--- src/common/wbb_pkg.sv ---
// ****************************************
// Address map and word types for a 16-bit Wishbone system
// Byte addresses, with bit 0 always clear on the bus
// ****************************************

package wbb_pkg;

  // Full Wishbone byte address
  typedef logic [31:0] addr_t;

  // Word address as the core drives it, bit 0 implied zero
  typedef logic [31:1] word_addr_t;

  // One bus data word
  typedef logic [15:0] data_t;

  // Byte-lane select, bit 1 is the high byte
  typedef logic [1:0] sel_t;

  // RAM geometry
  localparam int unsigned RAM_WORDS = 512;
  localparam int unsigned RAM_AW = 9;

  // Region boundaries
  // Bit 31 alone selects the status block
  localparam addr_t REGS_BASE = 32'h8000_0000;
  // First byte address past the end of the RAM
  localparam addr_t RAM_LIMIT = 32'h0000_0400;

  // Status block byte offsets from REGS_BASE
  localparam addr_t REG_SCRATCH = 32'd0;
  localparam addr_t REG_CTRL = 32'd2;
  localparam addr_t REG_ID = 32'd4;

  // Fixed identity word, read-only
  localparam data_t ID_VALUE = 16'h4d4c;

  // Read data for addresses outside every region
  localparam data_t UNMAPPED_DATA = 16'hffff;

endpackage

--- src/rtl/wb_status_regs.sv ---
// ****************************************
// Zero wait states, ack is stb
// Only control bit 0 is stored, it drives irq_o
// ****************************************
`timescale 1ns/1ps

module wb_status_regs (
  input  logic           clk_i,
  input  logic           rst_i,
  input  logic           stb_i,
  input  logic           we_i,
  input  wbb_pkg::addr_t adr_i,
  input  wbb_pkg::sel_t  sel_i,
  input  wbb_pkg::data_t dat_i,
  output wbb_pkg::data_t dat_o,
  output logic           ack_o,
  output logic           irq_o
);

  import wbb_pkg::*;

  addr_t reg_off;
  data_t scratch_q;
  logic  ctrl_q;
  logic  wr_en;

  // Offset from the region base
  assign reg_off = adr_i - REGS_BASE;

  assign wr_en = stb_i & we_i;

  // Scratch and control registers
  always_ff @(posedge clk_i) begin
    if (rst_i) begin
      scratch_q <= '0;
      ctrl_q <= 1'b0;
    end else if (wr_en) begin
      if (reg_off == REG_SCRATCH) begin
        // Byte lanes apply to scratch
        if (sel_i[0]) begin
          scratch_q[7:0] <= dat_i[7:0];
        end
        if (sel_i[1]) begin
          scratch_q[15:8] <= dat_i[15:8];
        end
      end else if (reg_off == REG_CTRL) begin
        // Bit 0 lives in the low lane
        if (sel_i[0]) begin
          ctrl_q <= dat_i[0];
        end
      end
      // Identity word ignores writes
    end
  end

  // Read mux
  always_comb begin
    if (reg_off == REG_SCRATCH) begin
      dat_o = scratch_q;
    end else if (reg_off == REG_CTRL) begin
      // Upper control bits read as zero
      dat_o = {15'd0, ctrl_q};
    end else if (reg_off == REG_ID) begin
      dat_o = ID_VALUE;
    end else begin
      dat_o = '0;
    end
  end

  // No wait states
  assign ack_o = stb_i;

  assign irq_o = ctrl_q;

endmodule

--- config.mk ---
export PLATFORM = sky130hd
export DESIGN_NAME = wb_status_regs
export DESIGN_NICKNAME = d
export VERILOG_FILES = /design/src/common/wbb_pkg.sv /design/src/rtl/wb_status_regs.sv
export SDC_FILE = /design/constraint.sdc
export NUM_CORES = 1
export LEC_CHECK = 0
export BUFFER_PORTS_ARGS = -buffer_cell sky130_fd_sc_hd__buf_2
export CORE_UTILIZATION = 45
export CTS_CLUSTER_SIZE = 28
export DETAILED_ROUTE_END_ITERATION = 6
export MAX_ROUTING_LAYER = met4
export PLACE_DENSITY = 0.84
export SKIP_LAST_GASP = 1
export SYNTH_ARGS = -nofsm -noshare
export SYNTH_HDL_FRONTEND = slang
export SYNTH_SLANG_ARGS = --single-unit
--- constraint.sdc ---
create_clock -name clk_i -period 2.79 [get_ports clk_i]
set_clock_uncertainty 0.05 [all_clocks]
set_input_delay 0.279 -clock clk_i [delete_from_list [all_inputs] [get_ports clk_i]]
set_output_delay 0.279 -clock clk_i [all_outputs]
set_load 0.05 [all_outputs]
==> summary.txt <==
Place
  – Post-DP HPWL: approximately 2100 µm
  – Last weighted congestion value of the routability-driven placer: 0.6734
  – Post-Place Cells: 204
  – Buffers added on ports: 71

Finish
  – Final Net Count: between 200 and 250
  – Fraction of layout cells with a size suffix above 1: around half
  – Antenna diodes: 0
  – Non-filler cells, final: ~210
  – Area grow syn2layout: 35.07%
  – Core Util, Final: 66.90%

Logic synthesis
  – Area fraction of the dominant cell type after synthesis: a little under a third
  – Unique masters post-synth: 18
  – Nets in the synthesized netlist: ~160
  – Part of the Yosys area used for sequential elements: 30.19%
  – Post-synth top area cell: dfxtp_1
  – Synthesis warning total: 0
  – Synthesized instance count: 110
  – Dominant cells by area after synthesis: dfxtp_1, nand2b_1, mux2i_1, nor4_4, o21a_1
  – Count of state elements after synthesis: 17
  – Syn_area_per_cell: 10.25 µm²
  – Post-Synthesis Cell Area: ~0.0011 mm²

GRT
  – Vias in the first global route: 980
  – Global-route total usage across every layer: 20.40%
  – Fraction of met3 tracks used by global routing: around 3.5%
  – Global-route wire length before repair: ~4000 µm
  – Met1 demand-to-capacity share in global routing: between 20% and 30%
  – Remaining global-route overflow: 0
  – Met2 GRT Util: about two fifths
  – GRT busiest layer: met2
  – Maximum number of pins on one net before global-route repair: 34
  – Number of antenna violations at the first check in global routing: 0

Power
  – Clock group share of total power: between 20% and 30%
  – Internal power: 0.0003390 W
  – Cell leakage power: 0.6702 nW
  – Peak VDD IR: between 0.2 and 0.3 mV
  – Sequential fraction of design power: between 50 and 60%
  – Power density cells: 303.2 mW/mm²
  – Net switching power: roughly 0.00012 W
  – Relative contribution of combinational cells to total power: between 10% and 20%
  – Sw Ratio: about a quarter

Detailed routing
  – Ratio of routed vias to standard cells: ~5
  – WL per Instance: ~13 µm
  – Wire length after detailed routing: approximately 2600 µm
  – Number of search-and-repair iterations in the first detailed-routing pass: 4
  – Detailed-route DRC error count: 0
  – Routed via count: around 1100
  – 1st-iter DRT viols: 4
  – Number of nets with antenna violations after detailed routing: 0

Floorplanning
  – Die height: between 50 and 60 µm
  – Total number of placement rows: 17
  – Die Width: ~52 µm
  – DIE AREA: between 0.002 and 0.003 mm²
  – Io pins: 72
  – Effective utilization at floorplan: between 40% and 50%
  – Area of the core region: ~0.0023 mm²

Worst setup path
  – Largest fanout of any net on the critical path: 7
  – Launching instance or port of the critical path: adr_i[8]
  – Number of cells traversed by the worst register-to-register path: 2
  – Setup CP Type: input pin to primary output
  – Most common cell on crit path: buf_2
  – Crit-path cells: buf_2 > nor4_2 > nand4_2 > nor3_2 > o21a_1 > buf_2
  – Required time reported for the critical path endpoint: 2460 ps
  – Slowest stage cell on the critical path: nor3_2
  – Arrival time of the worst setup path: about 1900 ps
  – Worst Setup End Kind: primary output
  – Startpoint type of the worst setup path: input pin
  – Crit path largest cell delay: between 400 and 500 ps
  – Launching point of the worst reg2reg path: scratch_q[12]$_SDFFE_PP0P_

Worst hold path
  – Worst Hold Class: input pin to register
  – Number of stages on the worst hold path: 3
  – Min-Delay Startpoint: dat_i[7]

Clocking
  – Number of clock buffers inserted by TritonCTS: 3
  – Buffer levels on the longest clock path: 2
  – CTS H-tree lvls: 1
  – Worst skew pair latency: 300 ps
  – Post-cts repair resize count: 0
  – Clock edge transition at the registers on the reported setup and hold paths: between 100 and 150 ps
  – Cell chosen for the clock root: clkbuf_4
  – Num Clock Sinks: 17
  – Number of buffers inserted by hold repair at cts: 0
  – Clock tree from TritonCTS: built
  – Post-CTS Repair Setup Buffers: 0

STA
  – Relative slew slack: 51.38%
  – Maximum achievable frequency: ~450 MHz
  – Final critical path time including I/O delays and setup: around 2200 ps
  – Max-slew violation count: 0
  – TNS Setup: 0 ps
  – Final setup violating endpoints: 0
  – Number of endpoints with negative hold slack in the final report: 0
  – Final worst-path cycle share: between 80% and 90%
  – Slew at the pin closest to its max-slew limit: about 720 ps
  – Unrepaired setup endpoints after global routing: no

Status
  – Result of the run: finished, final reports clean

Flow run
  – Number of max-capacitance violations reported: 0
==> cell families (layout without fill, tap and decap cells) <==
family | after synthesis | after routing | share of synthesized area (%)
AOI/OAI and AO/OA | 7 | 7 | 4.661
buffers and inverters | 5 | 75 | 1.998
DFF | 17 | 17 | 30.19
muxes | 18 | 18 | 15.98
and+or+nand+nor | 63 | 63 | 47.17
==> Yosys cell counts <==
cell / instances
nand2b_1: 33
mux2i_1: 18
dfxtp_1: 17
and2_1: 8
o21a_1: 7
nor4_4: 6
clkbuf_1: 4
nor4_1: 3
nand3_1: 2
nand4_1: 2
nor2_1: 2
nor4_2: 2
buf_4: 1
nand4_2: 1
nand4_4: 1
nor3_2: 1
nor4b_4: 1
or2_2: 1
==> per-stage QoR <==
stage               cell area (µm²)  total power, W  hold slack, ps  setup WS [ps]
finish                         1523       0.0004617           170.4          547.9
global route                   1523       0.0004802           171.0          376.6
global placement               1495       0.0003278           403.9          596.2
CTS                            1523       0.0004684           163.1          544.1
floorplan                      1127       0.0002802           383.7          62.32
detailed placement             1495       0.0003312           415.5          532.9
==> final timing paths <==
kind	endpoint	slack, ps
hold / removal	scratch_q[7]$_SDFFE_PP0P_	170
setup reg to reg	scratch_q[12]$_SDFFE_PP0P_	2140
setup / recovery	dat_o[8]	550
hold reg to reg	scratch_q[0]$_SDFFE_PP0P_	430
==> cells in the final DEF (no fill, tap or decap) <==
cell      count
and2_1        8
mux2i_1      18
nand4_1       2
nor4_4        6
nand3_1       2
buf_2        71
nor4_2        2
clkbuf_4      3
nor4b_4       1
nand4_4       1
or2_2         1
nor2_1        2
clkinv_2      1
o21a_1        7
nor3_2        1
nor4_1        3
nand2b_1     33
nand4_2       1
dfxtp_1      17
==> state kept, by name, indices dropped and copies added (netlist names) <==
name,count
irq_o,1
scratch_q,16
==> worst max-delay path, delay by kind of cell <==
kind	cells	cell delay, ps
and+or+nand+nor	3	1080
buffers and inverters	2	360
AOI/OAI and AO/OA	1	190
==> layout make-up <==
type | count | area, µm²
clock buffer | 3 | 22.52
fill | 190 | 753.2
sequential | 17 | 340.3
tap | 28 | 35.03
clock inverter | 1 | 5.005
timing repair buffer | 71 | 355.3
multi-input combinational | 88 | 764.5
==> power groups by stage <==
stage / Combinational (W) / Clock, W / Sequential (W)
after floorplan: 0.0000321 / 0 / 0.000248
after global placement: 0.0000797 / 0 / 0.000248
after detailed placement: 0.0000831 / 0 / 0.000248
after CTS: 0.0000835 / 0.000142 / 0.000243
after global routing: 0.0000891 / 0.000148 / 0.000243
final: 0.0000824 / 0.000137 / 0.000243
==> routing by layer <==
metal | wire, µm | up-vias | part of all wire [%]
li1 | - | 530 | -
met1 | 999 | 478 | 38
met2 | 1311 | 55 | 50
met3 | 272 | 2 | 10
met4 | 18 | 0 | 0.69
met5 | 0 | - | 0
Power figures use the tool's default switching activity.
