`src/common/wbb_pkg.sv`:
```
// ****************************************
// Address map and word types for a 16-bit Wishbone system
// Byte addresses, with bit 0 always clear on the bus
// ****************************************

package wbb_pkg;

  // Full Wishbone byte address
  typedef logic [31:0] addr_t;

  // Word address as the core drives it, bit 0 implied zero
  typedef logic [31:1] word_addr_t;

  // One bus data word
  typedef logic [15:0] data_t;

  // Byte-lane select, bit 1 is the high byte
  typedef logic [1:0] sel_t;

  // RAM geometry
  localparam int unsigned RAM_WORDS = 512;
  localparam int unsigned RAM_AW = 9;

  // Region boundaries
  // Bit 31 alone selects the status block
  localparam addr_t REGS_BASE = 32'h8000_0000;
  // First byte address past the end of the RAM
  localparam addr_t RAM_LIMIT = 32'h0000_0400;

  // Status block byte offsets from REGS_BASE
  localparam addr_t REG_SCRATCH = 32'd0;
  localparam addr_t REG_CTRL = 32'd2;
  localparam addr_t REG_ID = 32'd4;

  // Fixed identity word, read-only
  localparam data_t ID_VALUE = 16'h4d4c;

  // Read data for addresses outside every region
  localparam data_t UNMAPPED_DATA = 16'hffff;

endpackage

```
`src/wb_bridge/wb_bridge_master.sv`:
```
// ****************************************
// Core must hold strobe, address and data until wait is low
// Strobe released one cycle after completion
// ****************************************
`timescale 1ns/1ps

module wb_bridge_master (
  input  logic                clk_i,
  input  logic                rst_i,
  // Core side
  input  wbb_pkg::word_addr_t cpu_addr_i,
  input  wbb_pkg::data_t      cpu_dat_i,
  input  logic                cpu_rd_n_i,
  input  logic                cpu_wr_n_i,
  input  logic                cpu_wr_h_n_i,
  input  logic                cpu_wr_l_n_i,
  output wbb_pkg::data_t      cpu_dat_o,
  output logic                cpu_wait_o,
  // Wishbone master side
  output wbb_pkg::addr_t      wb_adr_o,
  output wbb_pkg::data_t      wb_dat_o,
  output wbb_pkg::sel_t       wb_sel_o,
  output logic                wb_we_o,
  output logic                wb_cyc_o,
  output logic                wb_stb_o,
  input  wbb_pkg::data_t      wb_dat_i,
  input  logic                wb_ack_i
);

  import wbb_pkg::*;

  // IDLE   no cycle open, core strobe passes straight to stb
  // ACCESS cycle open, waiting for the slave ack
  // DONE   one cycle after ack, stb masked
  typedef enum logic [1:0] {
    IDLE,
    ACCESS,
    DONE
  } state_e;

  state_e state_q;
  state_e state_d;

  logic cpu_strobe;
  logic stb_mask;

  // Either strobe low means the core wants the bus
  assign cpu_strobe = ~(cpu_rd_n_i & cpu_wr_n_i);

  // Only DONE blocks the strobe
  assign stb_mask = (state_q == DONE);

  // Address and payload go through untouched
  assign wb_adr_o = {cpu_addr_i, 1'b0};
  assign wb_dat_o = cpu_dat_i;
  assign cpu_dat_o = wb_dat_i;

  // Reads take both lanes, writes take the lane strobes inverted
  assign wb_we_o = ~cpu_wr_n_i;
  assign wb_sel_o = cpu_wr_n_i ? sel_t'(2'b11) : {~cpu_wr_h_n_i, ~cpu_wr_l_n_i};

  // Classic single cycles, cyc is a copy of stb
  assign wb_stb_o = cpu_strobe & ~stb_mask;
  assign wb_cyc_o = wb_stb_o;

  // Stall the core until the slave answers
  // Low in DONE so a held strobe never stalls
  assign cpu_wait_o = cpu_strobe & ~wb_ack_i & ~stb_mask;

  // Next-state logic
  always_comb begin
    state_d = state_q;
    case (state_q)
      IDLE: begin
        // Zero-wait slaves ack in the same cycle as stb
        if (wb_stb_o && wb_ack_i) begin
          state_d = DONE;
        end else if (wb_stb_o) begin
          state_d = ACCESS;
        end
      end
      ACCESS: begin
        if (wb_ack_i) begin
          state_d = DONE;
        end else if (!cpu_strobe) begin
          // Core gave up the access, close the cycle
          state_d = IDLE;
        end
      end
      DONE: begin
        state_d = IDLE;
      end
      default: begin
        state_d = IDLE;
      end
    endcase
  end

  always_ff @(posedge clk_i) begin
    if (rst_i) begin
      state_q <= IDLE;
    end else begin
      state_q <= state_d;
    end
  end

endmodule

```
`config.mk`:
```
export PLATFORM = sky130hd
export DESIGN_NAME = wb_bridge_master
export DESIGN_NICKNAME = d
export VERILOG_FILES = /design/src/common/wbb_pkg.sv /design/src/wb_bridge/wb_bridge_master.sv
export SDC_FILE = /design/constraint.sdc
export NUM_CORES = 1
export LEC_CHECK = 0
export BUFFER_PORTS_ARGS = -buffer_cell sky130_fd_sc_hd__buf_2
export CORE_MARGIN = 8
export CORE_UTILIZATION = 22
export CTS_CLUSTER_DIAMETER = 50
export DETAILED_ROUTE_END_ITERATION = 12
export PLACE_DENSITY = 0.91
export RECOVER_POWER = 50
export SLEW_MARGIN = 20
export SYNTH_ARGS = -nofsm -noshare
export SYNTH_HDL_FRONTEND = slang
export SYNTH_SLANG_ARGS = --single-unit
```
`constraint.sdc`:
```
create_clock -name clk_i -period 0.97 [get_ports clk_i]
set_input_delay 0.097 -clock clk_i [delete_from_list [all_inputs] [get_ports clk_i]]
set_output_delay 0.097 -clock clk_i [all_outputs]
set_load 0.05 [all_outputs]
```
==> flow_metrics.env <==
export IMPL_outcome="finished with violations"
export IMPL_violations="setup timing"
export IMPL_cts_tree="built"
export IMPL_drc=0
export IMPL_clk_latency_ns=0.23
export IMPL_grt_setup_unrepaired="true"
export IMPL_cts_buffers=3
export IMPL_power_leakage_nw=0.114
export IMPL_power_density_nw_per_um2=1620
export IMPL_critical_path_class="reg -> out"
export IMPL_cp_buffers_inverters=1
export IMPL_reg2reg_to="state_q[1]"
export IMPL_cap_viol_max_count=0
export IMPL_hold_depth=2
export IMPL_timing_final_crit_share_pct=118
export IMPL_grt_overflow=0
export IMPL_cp_startpoint="state_q[1]"
export IMPL_vias=250
export IMPL_clk_pin_slew_ns=0.03
export IMPL_whs_ns=0.0791
export IMPL_ios=140
export IMPL_hold_viol=0
export IMPL_viasPerCell=4.31
export IMPL_drive_above_1_share_pct=75.0
export IMPL_cp_data_required_time_ns=0.87
export IMPL_clockRootBuffer="clkbuf_4"
export IMPL_wl_um=967
export IMPL_power_mw=0.419
export IMPL_avgSynthCellArea_um2=7.62
export IMPL_die_area_um2=4580
export IMPL_slew_viol_final=0
export IMPL_hold_buffers=0
export IMPL_finalCriticalPeriod_ns=1.14
export IMPL_hold_path_end="state_q[0]"
export IMPL_diodes=0
export IMPL_n_fill_cell=289
export IMPL_critical_path_arrival_ns=1.04
export IMPL_dp_cells=54
export IMPL_cts_buffer_depth=2
export IMPL_setup_slack_ns=-0.170
export IMPL_cp_max_fo=4
export IMPL_crit_path_max_incr_delay_ns=0.33
export IMPL_synthDistinctLibCells=10
export IMPL_firstDrtPassIters=1
export IMPL_worstSetupEndpointType="output pin"
export IMPL_irDropWorstVdd_mv=0.525
export IMPL_synth_area_leader_cell="buf_4"
export IMPL_die_x_um=67.6
export IMPL_antenna_found_initial=0
export IMPL_syn_to_final_growth_pct=-55.9
export IMPL_grtUsageTotal_pct=3.71
export IMPL_syn_area_um2=587
export IMPL_final_common_cell="buf_2"
export IMPL_postRouteAntennaNets=0
export IMPL_ys_seq_area_share_pct=6.82
export IMPL_reg_top3="state_q: 2 flops"
export IMPL_fmax_mhz=877
export IMPL_ys_seq_elements=2
export IMPL_finalNonFillerCells=58
export IMPL_start_util_pct=23.5
export IMPL_yosysWarnings=0
export IMPL_cts_sinks=2
export IMPL_nets=100
export IMPL_cts_htree_levels=1
export IMPL_finalSetupViolCount=3
export IMPL_reg2regPathDepth=2
export IMPL_regMostFlops="state_q"
export IMPL_slowest_stage="dfxtp_2"
export IMPL_portBuffers=12
export IMPL_critPathTopFamily="flip-flops"
export IMPL_rows=18
export IMPL_detail_route_wl_per_cell_um=16.7
export IMPL_synth_top_area_share_pct=83.2
export IMPL_reg2reg_from="state_q[1]"
export IMPL_synthCells=77
export IMPL_fin_skew_ns=0.00619
export IMPL_layout_common_cells="9 x buf_2, 3 x clkbuf_4, 3 x buf_6, 2 x nand2_1, 2 x dfxtp_2"
export IMPL_cp_cell_sequence="a221oi_2 > buf_6"
export IMPL_drtIter0Drc=0
export IMPL_dpl_instance_area_um2=210
export IMPL_grt_pass1_vias=246
export IMPL_worstHoldStart="rst_i"
export IMPL_crit_path_start_kind="flop"
export IMPL_fin_area_um2=259
export IMPL_core_area_um2=2500
export IMPL_ff2ff_setup_slack_ns=0.04
export IMPL_hold_path_class="in -> reg"
export IMPL_grt_max_degree=6
export IMPL_place_ws_ns=-0.0154
export IMPL_place_congestion=0.689
export IMPL_die_h_um=67.6
export IMPL_syn_nets=147
export IMPL_largest_reg_flops=2
export IMPL_hpwl_um=774
export IMPL_netlist_top_cells_area="buf_4 83%, dfxtp_1 6.8%, a2111oi_0 1.5%"
export IMPL_grt_pass1_wl_mm=1.22
worst register-to-register path, stage by stage (launching register included):
cell and delay, ns:
dfxtp_2 0.33, or3b_1 0.37, a31oi_1 0.15
what timing repair did:
| action | 4_1_cts | 5_1_grt |
|---|---|---|
| gates cloned | 0 | 0 |
| endpoints found under the setup margin | 3 | 4 |
| resized for setup | 6 | 0 |
| setup buffers | 0 | 1 |
| endpoints found under the hold margin | 0 | 0 |
| pin swaps | 1 | 1 |
cell type report:
| type | count | area (um^2) | area share [%] |
|---|---|---|---|
| inverters | 2 | 7.51 | 2.90 |
| multi-input cells | 8 | 62.6 | 24.2 |
| clock buffers | 3 | 22.5 | 8.70 |
| well taps | 30 | 37.5 | 14.5 |
| repair buffers | 13 | 86.3 | 33.3 |
| flip-flops and latches | 2 | 42.5 | 16.4 |
cells by family after synthesis:
| logic type | synth area share, % |
|---|---|
| AO/OA/AOI/OAI | 5.33 |
| buffers and inverters | 84.4 |
| flip-flops | 6.82 |
| other | 0.639 |
| AND/OR/NAND/NOR | 2.77 |
metal layers:
layer	global-route usage [%]	share of wire (%)	routed length (um)	vias to the layer above
met3	4.47	32	312	32
met2	4.14	34	330	48
li1	-	-	-	76
met4	9.40	18	176	0
met5	0	0	0	-
met1	1.21	15	148	94
metrics by stage:
| step | util (%) | setup TNS (ns) |
|---|---|---|
| after floorplan | - | -0.530 |
| after global placement | 8.41 | 0 |
| after detailed placement | 8.41 | -0.0154 |
| after CTS | 10.1 | -0.469 |
| after global routing | 10.4 | -0.625 |
| final | 10.4 | -0.427 |
report_power, final:
| part | total (mW) | switching [mW] | internal (mW) |
|---|---|---|---|
| combinational | 0.144 | 0.0981 | 0.0454 |
| sequential | 0.0925 | 0.00380 | 0.0887 |
| clock | 0.183 | 0.0468 | 0.136 |
| total | 0.419 | 0.149 | 0.271 |
worst max path at each step:
stage	endpoint	slack [ns]	cells past startpoint
floorplan	wb_stb_o	-0.27	2
global placement	cpu_wait_o	0.004	3
detailed placement	cpu_wait_o	-0.02	3
CTS	cpu_wait_o	-0.18	2
global route	cpu_wait_o	-0.23	3
finish	cpu_wait_o	-0.17	2
synth_stat cells, drive strengths merged:
library cell  number
buf               65
dfxtp              2
or3b               1
a2111oi            1
inv                2
a22oi              1
a221oi             1
conb               1
nand2              2
a31oi              1
Note: power is estimated with default switching activity, not from simulation.
