File: src/common/wbb_pkg.sv
// ****************************************
// Address map and word types for a 16-bit Wishbone system
// Byte addresses, with bit 0 always clear on the bus
// ****************************************

package wbb_pkg;

  // Full Wishbone byte address
  typedef logic [31:0] addr_t;

  // Word address as the core drives it, bit 0 implied zero
  typedef logic [31:1] word_addr_t;

  // One bus data word
  typedef logic [15:0] data_t;

  // Byte-lane select, bit 1 is the high byte
  typedef logic [1:0] sel_t;

  // RAM geometry
  localparam int unsigned RAM_WORDS = 512;
  localparam int unsigned RAM_AW = 9;

  // Region boundaries
  // Bit 31 alone selects the status block
  localparam addr_t REGS_BASE = 32'h8000_0000;
  // First byte address past the end of the RAM
  localparam addr_t RAM_LIMIT = 32'h0000_0400;

  // Status block byte offsets from REGS_BASE
  localparam addr_t REG_SCRATCH = 32'd0;
  localparam addr_t REG_CTRL = 32'd2;
  localparam addr_t REG_ID = 32'd4;

  // Fixed identity word, read-only
  localparam data_t ID_VALUE = 16'h4d4c;

  // Read data for addresses outside every region
  localparam data_t UNMAPPED_DATA = 16'hffff;

endpackage

File: src/rtl/wb_addr_decode.sv
// ****************************************
// Combinational only, one slave selected per address
// Unmapped writes are dropped without an error
// ****************************************
`timescale 1ns/1ps

module wb_addr_decode (
  // From the bridge
  input  wbb_pkg::addr_t wb_adr_i,
  input  logic           wb_stb_i,
  output wbb_pkg::data_t wb_dat_o,
  output logic           wb_ack_o,
  // RAM slave
  output logic           ram_stb_o,
  input  wbb_pkg::data_t ram_dat_i,
  input  logic           ram_ack_i,
  // Status register slave
  output logic           regs_stb_o,
  input  wbb_pkg::data_t regs_dat_i,
  input  logic           regs_ack_i
);

  import wbb_pkg::*;

  logic  hit_ram;
  logic  hit_regs;
  addr_t regs_off;

  // Offset inside the status region
  assign regs_off = wb_adr_i - REGS_BASE;

  // RAM sits at the bottom of the map
  assign hit_ram = (wb_adr_i < RAM_LIMIT);

  // Status block is three words from REGS_BASE up
  assign hit_regs = (wb_adr_i >= REGS_BASE) && (regs_off < (REG_ID + 32'd2));

  // Strobe reaches the matching slave only
  assign ram_stb_o = wb_stb_i & hit_ram;
  assign regs_stb_o = wb_stb_i & hit_regs;

  // Return path
  always_comb begin
    if (hit_ram) begin
      wb_dat_o = ram_dat_i;
      wb_ack_o = ram_ack_i;
    end else if (hit_regs) begin
      wb_dat_o = regs_dat_i;
      wb_ack_o = regs_ack_i;
    end else begin
      // Unmapped, answer at once with all ones
      wb_dat_o = UNMAPPED_DATA;
      wb_ack_o = wb_stb_i;
    end
  end

endmodule

File: config.mk
export PLATFORM = sky130hd
export DESIGN_NAME = wb_addr_decode
export DESIGN_NICKNAME = d
export VERILOG_FILES = /design/src/common/wbb_pkg.sv /design/src/rtl/wb_addr_decode.sv
export SDC_FILE = /design/constraint.sdc
export NUM_CORES = 1
export LEC_CHECK = 0
export ABC_CLOCK_PERIOD_IN_PS = 2700
export BUFFER_PORTS_ARGS = -buffer_cell sky130_fd_sc_hd__buf_2
export CAP_MARGIN = 5
export CORE_MARGIN = 2
export CORE_UTILIZATION = 23
export DETAILED_ROUTE_END_ITERATION = 12
export GPL_TIMING_DRIVEN = 0
export PLACE_DENSITY = 0.95
export SLEW_MARGIN = 0
export SYNTH_ARGS = -nofsm -noshare
export SYNTH_HDL_FRONTEND = slang
export SYNTH_SLANG_ARGS = --single-unit
File: constraint.sdc
create_clock -name vclk -period 2.7
set_clock_uncertainty 0.15 [all_clocks]
set_input_delay 0.27 -clock vclk [all_inputs]
set_output_delay 0.27 -clock vclk [all_outputs]
set_load 0.01 [all_outputs]
==> run metrics, run 1 <==
Seq/Total Area, Yosys=0; number of global-route vias before repair=693; Synth Cell Area=318 um2; fmax=453 MHz; Syn Area/Cell=5.39 um2; WL final=1820 um; MaxCap Viol Count=0; Post-DRT Antenna Nets=0; P_leak=0.381 nW; sequential cells=0; # diodes=0; height of the chip=41.2 um; Finished Core Util=0.586; core box area=1300 um2; Layout area overhead=140%; Mapped Cells=59; die area=1690 um2; dpl hpwl=1620 um; crit path DAT=1.79 ns; CP Class=primary input to output pin; post-route cell area=762 um2; placed standard-cell area=762 um2; Avg WL per Cell=11.4 um; Critical Path Fanout Max=10; Vias=794; crit path capture type=output pin; GR Util All Layers=0.223; global route total overflow=0; Area contributors post-synth=o22ai_1 (31%), nand2_1 (22%), nor4_1 (12%); FP Rows=13; status=completed; # clk buffers=0; Worst Setup SP=wb_adr_i[16]; final-report setup violation count=0; fin crit share=0.817; Yosys cell types=15; IO buf count=85; Worst-Margin Slew=0.422 ns; CP startpoint kind=primary input; largest net degree at the start of global routing=11; pwr/cell area=93.0 nW/um2; Gate power share=1.000; Via density=4.99; Hold Violations, Final=0; setup ws final=0.493 ns; CTS resizes=0; biggest area consumer among synthesized cells=o22ai_1; Ys Warns=0; drt initial violations=6; initial antenna violation count=0; Final Slew Violations=0; Post-Syn Nets=126; global-route wire length before repair=2610 um; DRC Markers=0; unrepaired setup endpoints after global routing=no; Worst Hold Class=primary input to output pin; Sw Ratio=0.371; setup total negative slack=0 ns; Req. time, crit path=2.28 ns; I/O pins=86; 1st-pass router iterations=4; CTS hold repair buffers=0; minimum clock period=2.21 ns; Reg power frac=0; relative slew slack=0.718; Initial Util=0.244; VDD IR-drop max=0.0593 mV; RePlAce Congestion=0.739; Switch Pwr=0.0000263 W; Setup crit end=wb_dat_o[6]; Hold WS=0.689 ns; Internal Power=0.0000446 W; # nets final=213; setup bufs post-CTS=0; top cell type's share of synthesized area=0.315; clock network power share=0; Place WS=0.501 ns; sequential standard cell area=0 um2; proportion of layout cells with a drive suffix above 1=0.611; Die W=41.2 um
## worst max-delay path, cell delays in order
cell	delay, ns
buf_2	0.10
nor4_1	0.31
nand4_1	0.21
nor2_1	0.38
buf_2	0.29
nand2_1	0.08
buf_2	0.14
## worst min-delay path by stage
stage                   start            to  slack [ns]  cells past startpoint
2_1_floorplan        wb_stb_i     ram_stb_o        0.50                      2
3_5_place_dp   regs_dat_i[13]  wb_dat_o[13]        0.69                      4
5_1_grt        regs_dat_i[13]  wb_dat_o[13]        0.71                      4
6_report        regs_dat_i[7]   wb_dat_o[7]        0.69                      4
4_1_cts        regs_dat_i[13]  wb_dat_o[13]        0.69                      4
3_3_place_gp   regs_dat_i[10]  wb_dat_o[10]        0.68                      4
## metrics by stage
step,power (W),cells
detailed placement,0.0000712,159
floorplan,0.0000191,59
CTS,0.0000714,159
finish,0.0000709,159
global route,0.0000795,159
global placement,0.0000679,159
## layout make-up
| cell class | count | area (um2) |
|---|---|---|
| timing repair buffer | 85 | 425 |
| inverter | 2 | 7.51 |
| tap | 15 | 18.8 |
| multi-input combinational | 53 | 294 |
| buffer | 4 | 16.3 |
| fill | 134 | 539 |
## placed cells by master (no fill, tap or decap)
cell type   n
a2111o_1    1
and3_1      1
buf_2      86
clkbuf_1    3
inv_1       2
nand2_1    19
nand3_1     1
nand4_1     1
nor2_1      2
nor3_1      3
nor4_1      6
nor4_2      1
nor4b_2     1
o22ai_1    16
or2_1       1
## power by group through the flow
stage	sequential (W)	combinational (W)	clock (W)
6_report	0	0.0000709	0
5_1_grt	0	0.0000795	0
4_1_cts	0	0.0000714	0
3_5_place_dp	0	0.0000712	0
3_3_place_gp	0	0.0000679	0
2_1_floorplan	0	0.0000191	0
## cells in the mapped netlist
| cell | count |
|---|---|
| nand2_1 | 19 |
| o22ai_1 | 16 |
| nor4_1 | 6 |
| clkbuf_1 | 3 |
| nor3_1 | 3 |
| inv_1 | 2 |
| nor2_1 | 2 |
| a2111o_1 | 1 |
| and3_1 | 1 |
| buf_2 | 1 |
| nand3_1 | 1 |
| nand4_1 | 1 |
| nor4_2 | 1 |
| nor4b_2 | 1 |
| or2_1 | 1 |
## per-layer routing
layer / global-route usage / share of wire
met1: 0.187 / 0.34
met2: 0.520 / 0.56
met3: 0.0217 / 0.087
met4: 0.0484 / 0.015
met5: 0 / 0
## cells by family (layout without fill, tap and decap cells)
family          count (synthesis)  in the layout  share of synthesized area
compound gates                 17             17                      0.350
buf+inv                         6             91                     0.0748
simple gates                   36             36                      0.575
No activity file was read; power rests on OpenSTA's default activity.
==> run 2: changes to the inputs <==
--- a/config.mk
+++ b/config.mk
@@ -5,14 +5,14 @@
 export SDC_FILE = /design/constraint.sdc
 export NUM_CORES = 1
 export LEC_CHECK = 0
-export ABC_CLOCK_PERIOD_IN_PS = 2700
+export ABC_CLOCK_PERIOD_IN_PS = 2000
 export BUFFER_PORTS_ARGS = -buffer_cell sky130_fd_sc_hd__buf_2
 export CAP_MARGIN = 5
 export CORE_MARGIN = 2
-export CORE_UTILIZATION = 23
+export CORE_UTILIZATION = 19
 export DETAILED_ROUTE_END_ITERATION = 12
 export GPL_TIMING_DRIVEN = 0
-export PLACE_DENSITY = 0.95
+export PLACE_DENSITY = 0.86
 export SLEW_MARGIN = 0
 export SYNTH_ARGS = -nofsm -noshare
 export SYNTH_HDL_FRONTEND = slang
==> constraint.sdc (replaced) <==
create_clock -name vclk -period 2
set_clock_uncertainty 0.15 [all_clocks]
set_input_delay 0.2 -clock vclk [all_inputs]
set_output_delay 0.2 -clock vclk [all_outputs]
set_load 0.01 [all_outputs]
==> run metrics, run 2 (synthesis results as in run 1) <==
Sw Ratio=0.380 (+0.00855); sequential standard cell area=0 um2 (unchanged); global route total overflow=0 (unchanged); crit-path leading delay family=simple AND/OR/NAND/NOR gates; Die W=44.9 um (+9.1%); Final Slew Violations=0 (unchanged); Via density=4.96 (-0.74%); highest-delay cell along the critical path=a2111o_1; Worst Hold Class=primary input to output pin; Internal Power=0.0000679 W (+53%); CP startpoint kind=primary input; post-route cell area=841 um2 (+10%); Hold Violations, Final=0 (unchanged); fin crit share=0.975; drt initial violations=5 (-1); Req. time, crit path=1.65 ns (-0.63 ns); Fill cells=160 (+19%); initial antenna violation count=0 (unchanged); largest net degree at the start of global routing=11 (unchanged); FP Rows=14 (+1); Reg power frac=0 (unchanged); # clk buffers=0 (unchanged); Switch Pwr=0.0000416 W (+58%); MaxCap Viol Count=0 (unchanged); die area=2020 um2 (+19%); global-route wire length before repair=2590 um (-0.81%); final-report setup violation count=0 (unchanged); pwr/cell area=130 nW/um2 (+40%); Worst Path Buf+Inv=2 (-1); crit path DAT=1.60 ns (-0.19 ns); 1st-pass router iterations=2 (-2); height of the chip=44.9 um (+9.1%); Post-DRT Antenna Nets=0 (unchanged); # diodes=0 (unchanged); core box area=1540 um2 (+18%); dpl hpwl=1560 um (-4.1%); Worst-Margin Slew=0.403 ns (-0.0187 ns); total power=0.000110 W (+55%); VDD IR-drop max=0.0800 mV (+35%); CP Class=primary input to output pin; multi-input logic area=332 um2 (+13%); sequential cells=0 (unchanged); IO buf count=85 (unchanged); unrepaired setup endpoints after global routing=yes; DRC Markers=0 (unchanged); number of global-route vias before repair=703 (+1.4%); fmax=513 MHz; Max stage delay on crit path=0.37 ns (about the same); Avg WL per Cell=12.1 um (+5.8%); status=completed; commonest cells after routing, fill and taps aside=buf_2 (81), nand2_1 (19), o22ai_1 (16); GR Util All Layers=0.165 (-0.0588); Gate power share=1.000 (about the same); crit-path cells=buf_6 > nor4_2 > nand4_1 > or2_1 > a2111o_1 > buf_2; P_leak=0.402 nW (+5.6%); Layout area overhead=165%; proportion of layout cells with a drive suffix above 1=0.648 (+0.0372); I/O pins=86 (unchanged); Initial Util=0.206 (-0.0381); # nets final=214 (+0.47%); most common cell after layout, fill and taps aside=buf_2; Vias=798 (+0.50%); RePlAce Congestion=0.759 (+2.7%); relative slew slack=0.731 (+0.0135); WL final=1950 um (+7.1%); minimum clock period=1.95 ns; clock network power share=0 (unchanged); placed standard-cell area=763 um2 (+0.16%); crit path capture type=output pin; Critical Path Fanout Max=4 (-6)
## run 2: changes by cell type in the layout (fill, tap and decap cells not counted), moves of 2 or more
cell / delta
buf_2: -5
buf_6: +5
nor4_1: -2
nor4_4: +2
## run 2: area by class of cell
type	instances	area share
Multi-Input combinational cell	53	0.394
Timing Repair Buffer	86	0.552
Buffer	4	0.0208
Inverter	2	0.00893
Tap cell	16	0.0238
## run 2: final timing paths
kind                      start          end  slack (ns)  depth (start not counted)
hold / removal    regs_dat_i[7]  wb_dat_o[7]        0.55                          4
setup / recovery   wb_adr_i[12]     wb_ack_o        0.05                          6
## run 2: repair_timing
item,4_1_cts,5_1_grt
setup buffers,0,1
setup endpoints to repair,10,12
pin swaps,1,6
gates resized for setup,1,13
hold buffers,0,0
## run 2: stage by stage
step,hold WS (ns),instances,setup WS [ns],setup TNS (ns),util
global route,0.558,161,-0.0182,-0.0349,0.545
finish,0.547,161,0.0499,0,0.545
detailed placement,0.548,160,-0.0205,-0.137,0.495
CTS,0.549,160,0.00462,0,0.497
floorplan,0.363,59,0.330,0,-
global placement,0.543,160,0.0563,0,0.495
## run 2: power groups by stage
| stage | sequential (W) | clock (W) | combinational, W |
|---|---|---|---|
| final | 0 | 0 | 0.000110 |
| after global routing | 0 | 0 | 0.000118 |
| after CTS | 0 | 0 | 0.0000956 |
| after detailed placement | 0 | 0 | 0.0000954 |
| after global placement | 0 | 0 | 0.0000917 |
| after floorplan | 0 | 0 | 0.0000258 |
## run 2: layer usage
layer	up-vias	routed length, um	global-route usage
met3	4	163	0.0120
met4	0	43	0.0235
li1	402	-	-
met1	345	691	0.171
met5	-	0	0
met2	47	1050	0.354
==> run 3: changes to the inputs <==
--- a/config.mk
+++ b/config.mk
@@ -8,11 +8,14 @@
 export ABC_CLOCK_PERIOD_IN_PS = 2000
 export BUFFER_PORTS_ARGS = -buffer_cell sky130_fd_sc_hd__buf_2
 export CAP_MARGIN = 5
+export CELL_PAD_IN_SITES_DETAIL_PLACEMENT = 0
+export CELL_PAD_IN_SITES_GLOBAL_PLACEMENT = 2
+export CORE_ASPECT_RATIO = 1.4
 export CORE_MARGIN = 2
-export CORE_UTILIZATION = 19
+export CORE_UTILIZATION = 10
 export DETAILED_ROUTE_END_ITERATION = 12
 export GPL_TIMING_DRIVEN = 0
-export PLACE_DENSITY = 0.86
+export PLACE_DENSITY = 0.95
 export SLEW_MARGIN = 0
 export SYNTH_ARGS = -nofsm -noshare
 export SYNTH_HDL_FRONTEND = slang
==> run metrics, run 3 (synthesis results as in run 1) <==
status=completed; Req. time, crit path=1.65 ns (about the same); CP startpoint kind=primary input; Die W=51.6 um (+15%); Vias=843 (+5.6%); fmax=523 MHz (+1.9%); Fill cells=378 (+140%); core box area=3060 um2 (+99%); GR Util All Layers=0.0922 (-0.0724); number of global-route vias before repair=720 (+2.4%); worst hold stages=4 (unchanged); CTS hold repair buffers=0 (unchanged); drt initial violations=2 (-3); Setup crit end=wb_ack_o; CP Class=primary input to output pin; relative slew slack=0.710 (-0.0215); placed insts=183 (+14%); post-route cell area=907 um2 (+7.9%); Final Slew Violations=0 (unchanged); Hold WS=0.545 ns (-0.00127 ns); # nets final=221 (+3.3%); met3 wire length=293 um (+80%); Avg WL per Cell=10.1 um (-16%); dpl hpwl=1640 um (+5.6%); VDD IR-drop max=0.0368 mV (-54%); Layout area overhead=185%; Critical Path Fanout Max=3 (-1); sequential cells=0 (unchanged); Worst Hold Class=primary input to output pin; fin crit share=0.957 (-0.0181); minimum clock period=1.91 ns (-0.0362 ns); # diodes=0 (unchanged); global-route wire length before repair=2820 um (+8.8%); Worst Setup SP=wb_adr_i[15]; Hold Violations, Final=0 (unchanged); initial antenna violation count=0 (unchanged); Initial Util=0.104 (-0.102); most common cell after layout, fill and taps aside=buf_2; die area=3650 um2 (+81%); MaxCap Viol Count=0 (unchanged); sequential standard cell area=0 um2 (unchanged); final-report setup violation count=0 (unchanged); pwr/cell area=115 nW/um2 (-12%); placed standard-cell area=792 um2 (+3.8%); crit path capture type=output pin; proportion of layout cells with a drive suffix above 1=0.671 (+0.0228); Via density=4.41 (-11%); P_leak=0.427 nW (+6.3%); Post-DRT Antenna Nets=0 (unchanged); WL final=1930 um (-0.77%); met1 WL=660 um (-4.5%); Top Metal Used=met3; Non-Filler Instances=191 (+19%); IO buf count=85 (unchanged); Worst-Margin Slew=0.435 ns (+0.0322 ns); 1st-pass router iterations=4 (+2); commonest cells after routing, fill and taps aside=buf_2 (84), nand2_1 (19), o22ai_1 (16); I/O pins=86 (unchanged); DRC Markers=0 (unchanged); Met2 Routed Length=979 um (-6.8%); height of the chip=70.7 um (+57%); FP Rows=24 (+10); total power=0.000104 W (-5.2%); # clk buffers=0 (unchanged); global route total overflow=0 (unchanged); largest net degree at the start of global routing=11 (unchanged); RePlAce Congestion=0.687 (-9.5%); Finished Core Util=0.296 (-0.249); crit path DAT=1.56 ns (-0.04 ns)
==> run 3: final cells by class <==
cell class,instances,area [um2],share of cell area
Timing Repair Buffer,93,492,0.542
Multi-Input combinational cell,53,339,0.374
Tap cell,39,48.8,0.0538
Buffer,4,20.0,0.0221
Inverter,2,7.51,0.00828
==> run 3: worst min path at each step <==
stage                         from            to
floorplan                 wb_stb_i     ram_stb_o
finish              regs_dat_i[15]  wb_dat_o[15]
global placement     regs_dat_i[2]   wb_dat_o[2]
global route         regs_dat_i[9]   wb_dat_o[9]
detailed placement   regs_dat_i[8]   wb_dat_o[8]
CTS                  regs_dat_i[8]   wb_dat_o[8]
==> run 3: power by group <==
part / leakage [nW] / switching [W] / internal, W
Sequential: 0 / 0 / 0
Clock: 0 / 0 / 0
Combinational: 0.427 / 0.0000402 / 0.0000637
Total: 0.427 / 0.0000402 / 0.0000637
==> run 3: layer usage <==
layer	vias up	track usage
li1	417	-
met1	365	0.0923
met2	61	0.198
met3	0	0.0148
met4	0	0
met5	-	0
==> run 3: what timing repair did <==
item | 4_1_cts | 5_1_grt
pin swaps | 1 | 7
cloned | 0 | 0
buffers inserted | 1 | 7
endpoints found under the setup margin | 11 | 12
resized for setup | 2 | 11
==> run 3: metrics by stage <==
step | setup TNS (ns) | setup slack (ns)
finish | 0 | 0.0861
global route | -0.0170 | -0.0100
CTS | 0 | 0.00895
detailed placement | -0.663 | -0.0706
global placement | -0.508 | -0.0557
floorplan | 0 | 0.330
==> run 3: worst max-delay path: stages <==
cell,delay [ns]
buf_2,0.11
nor4_4,0.26
nand4_1,0.19
or2_4,0.30
a2111o_1,0.37
buf_6,0.13
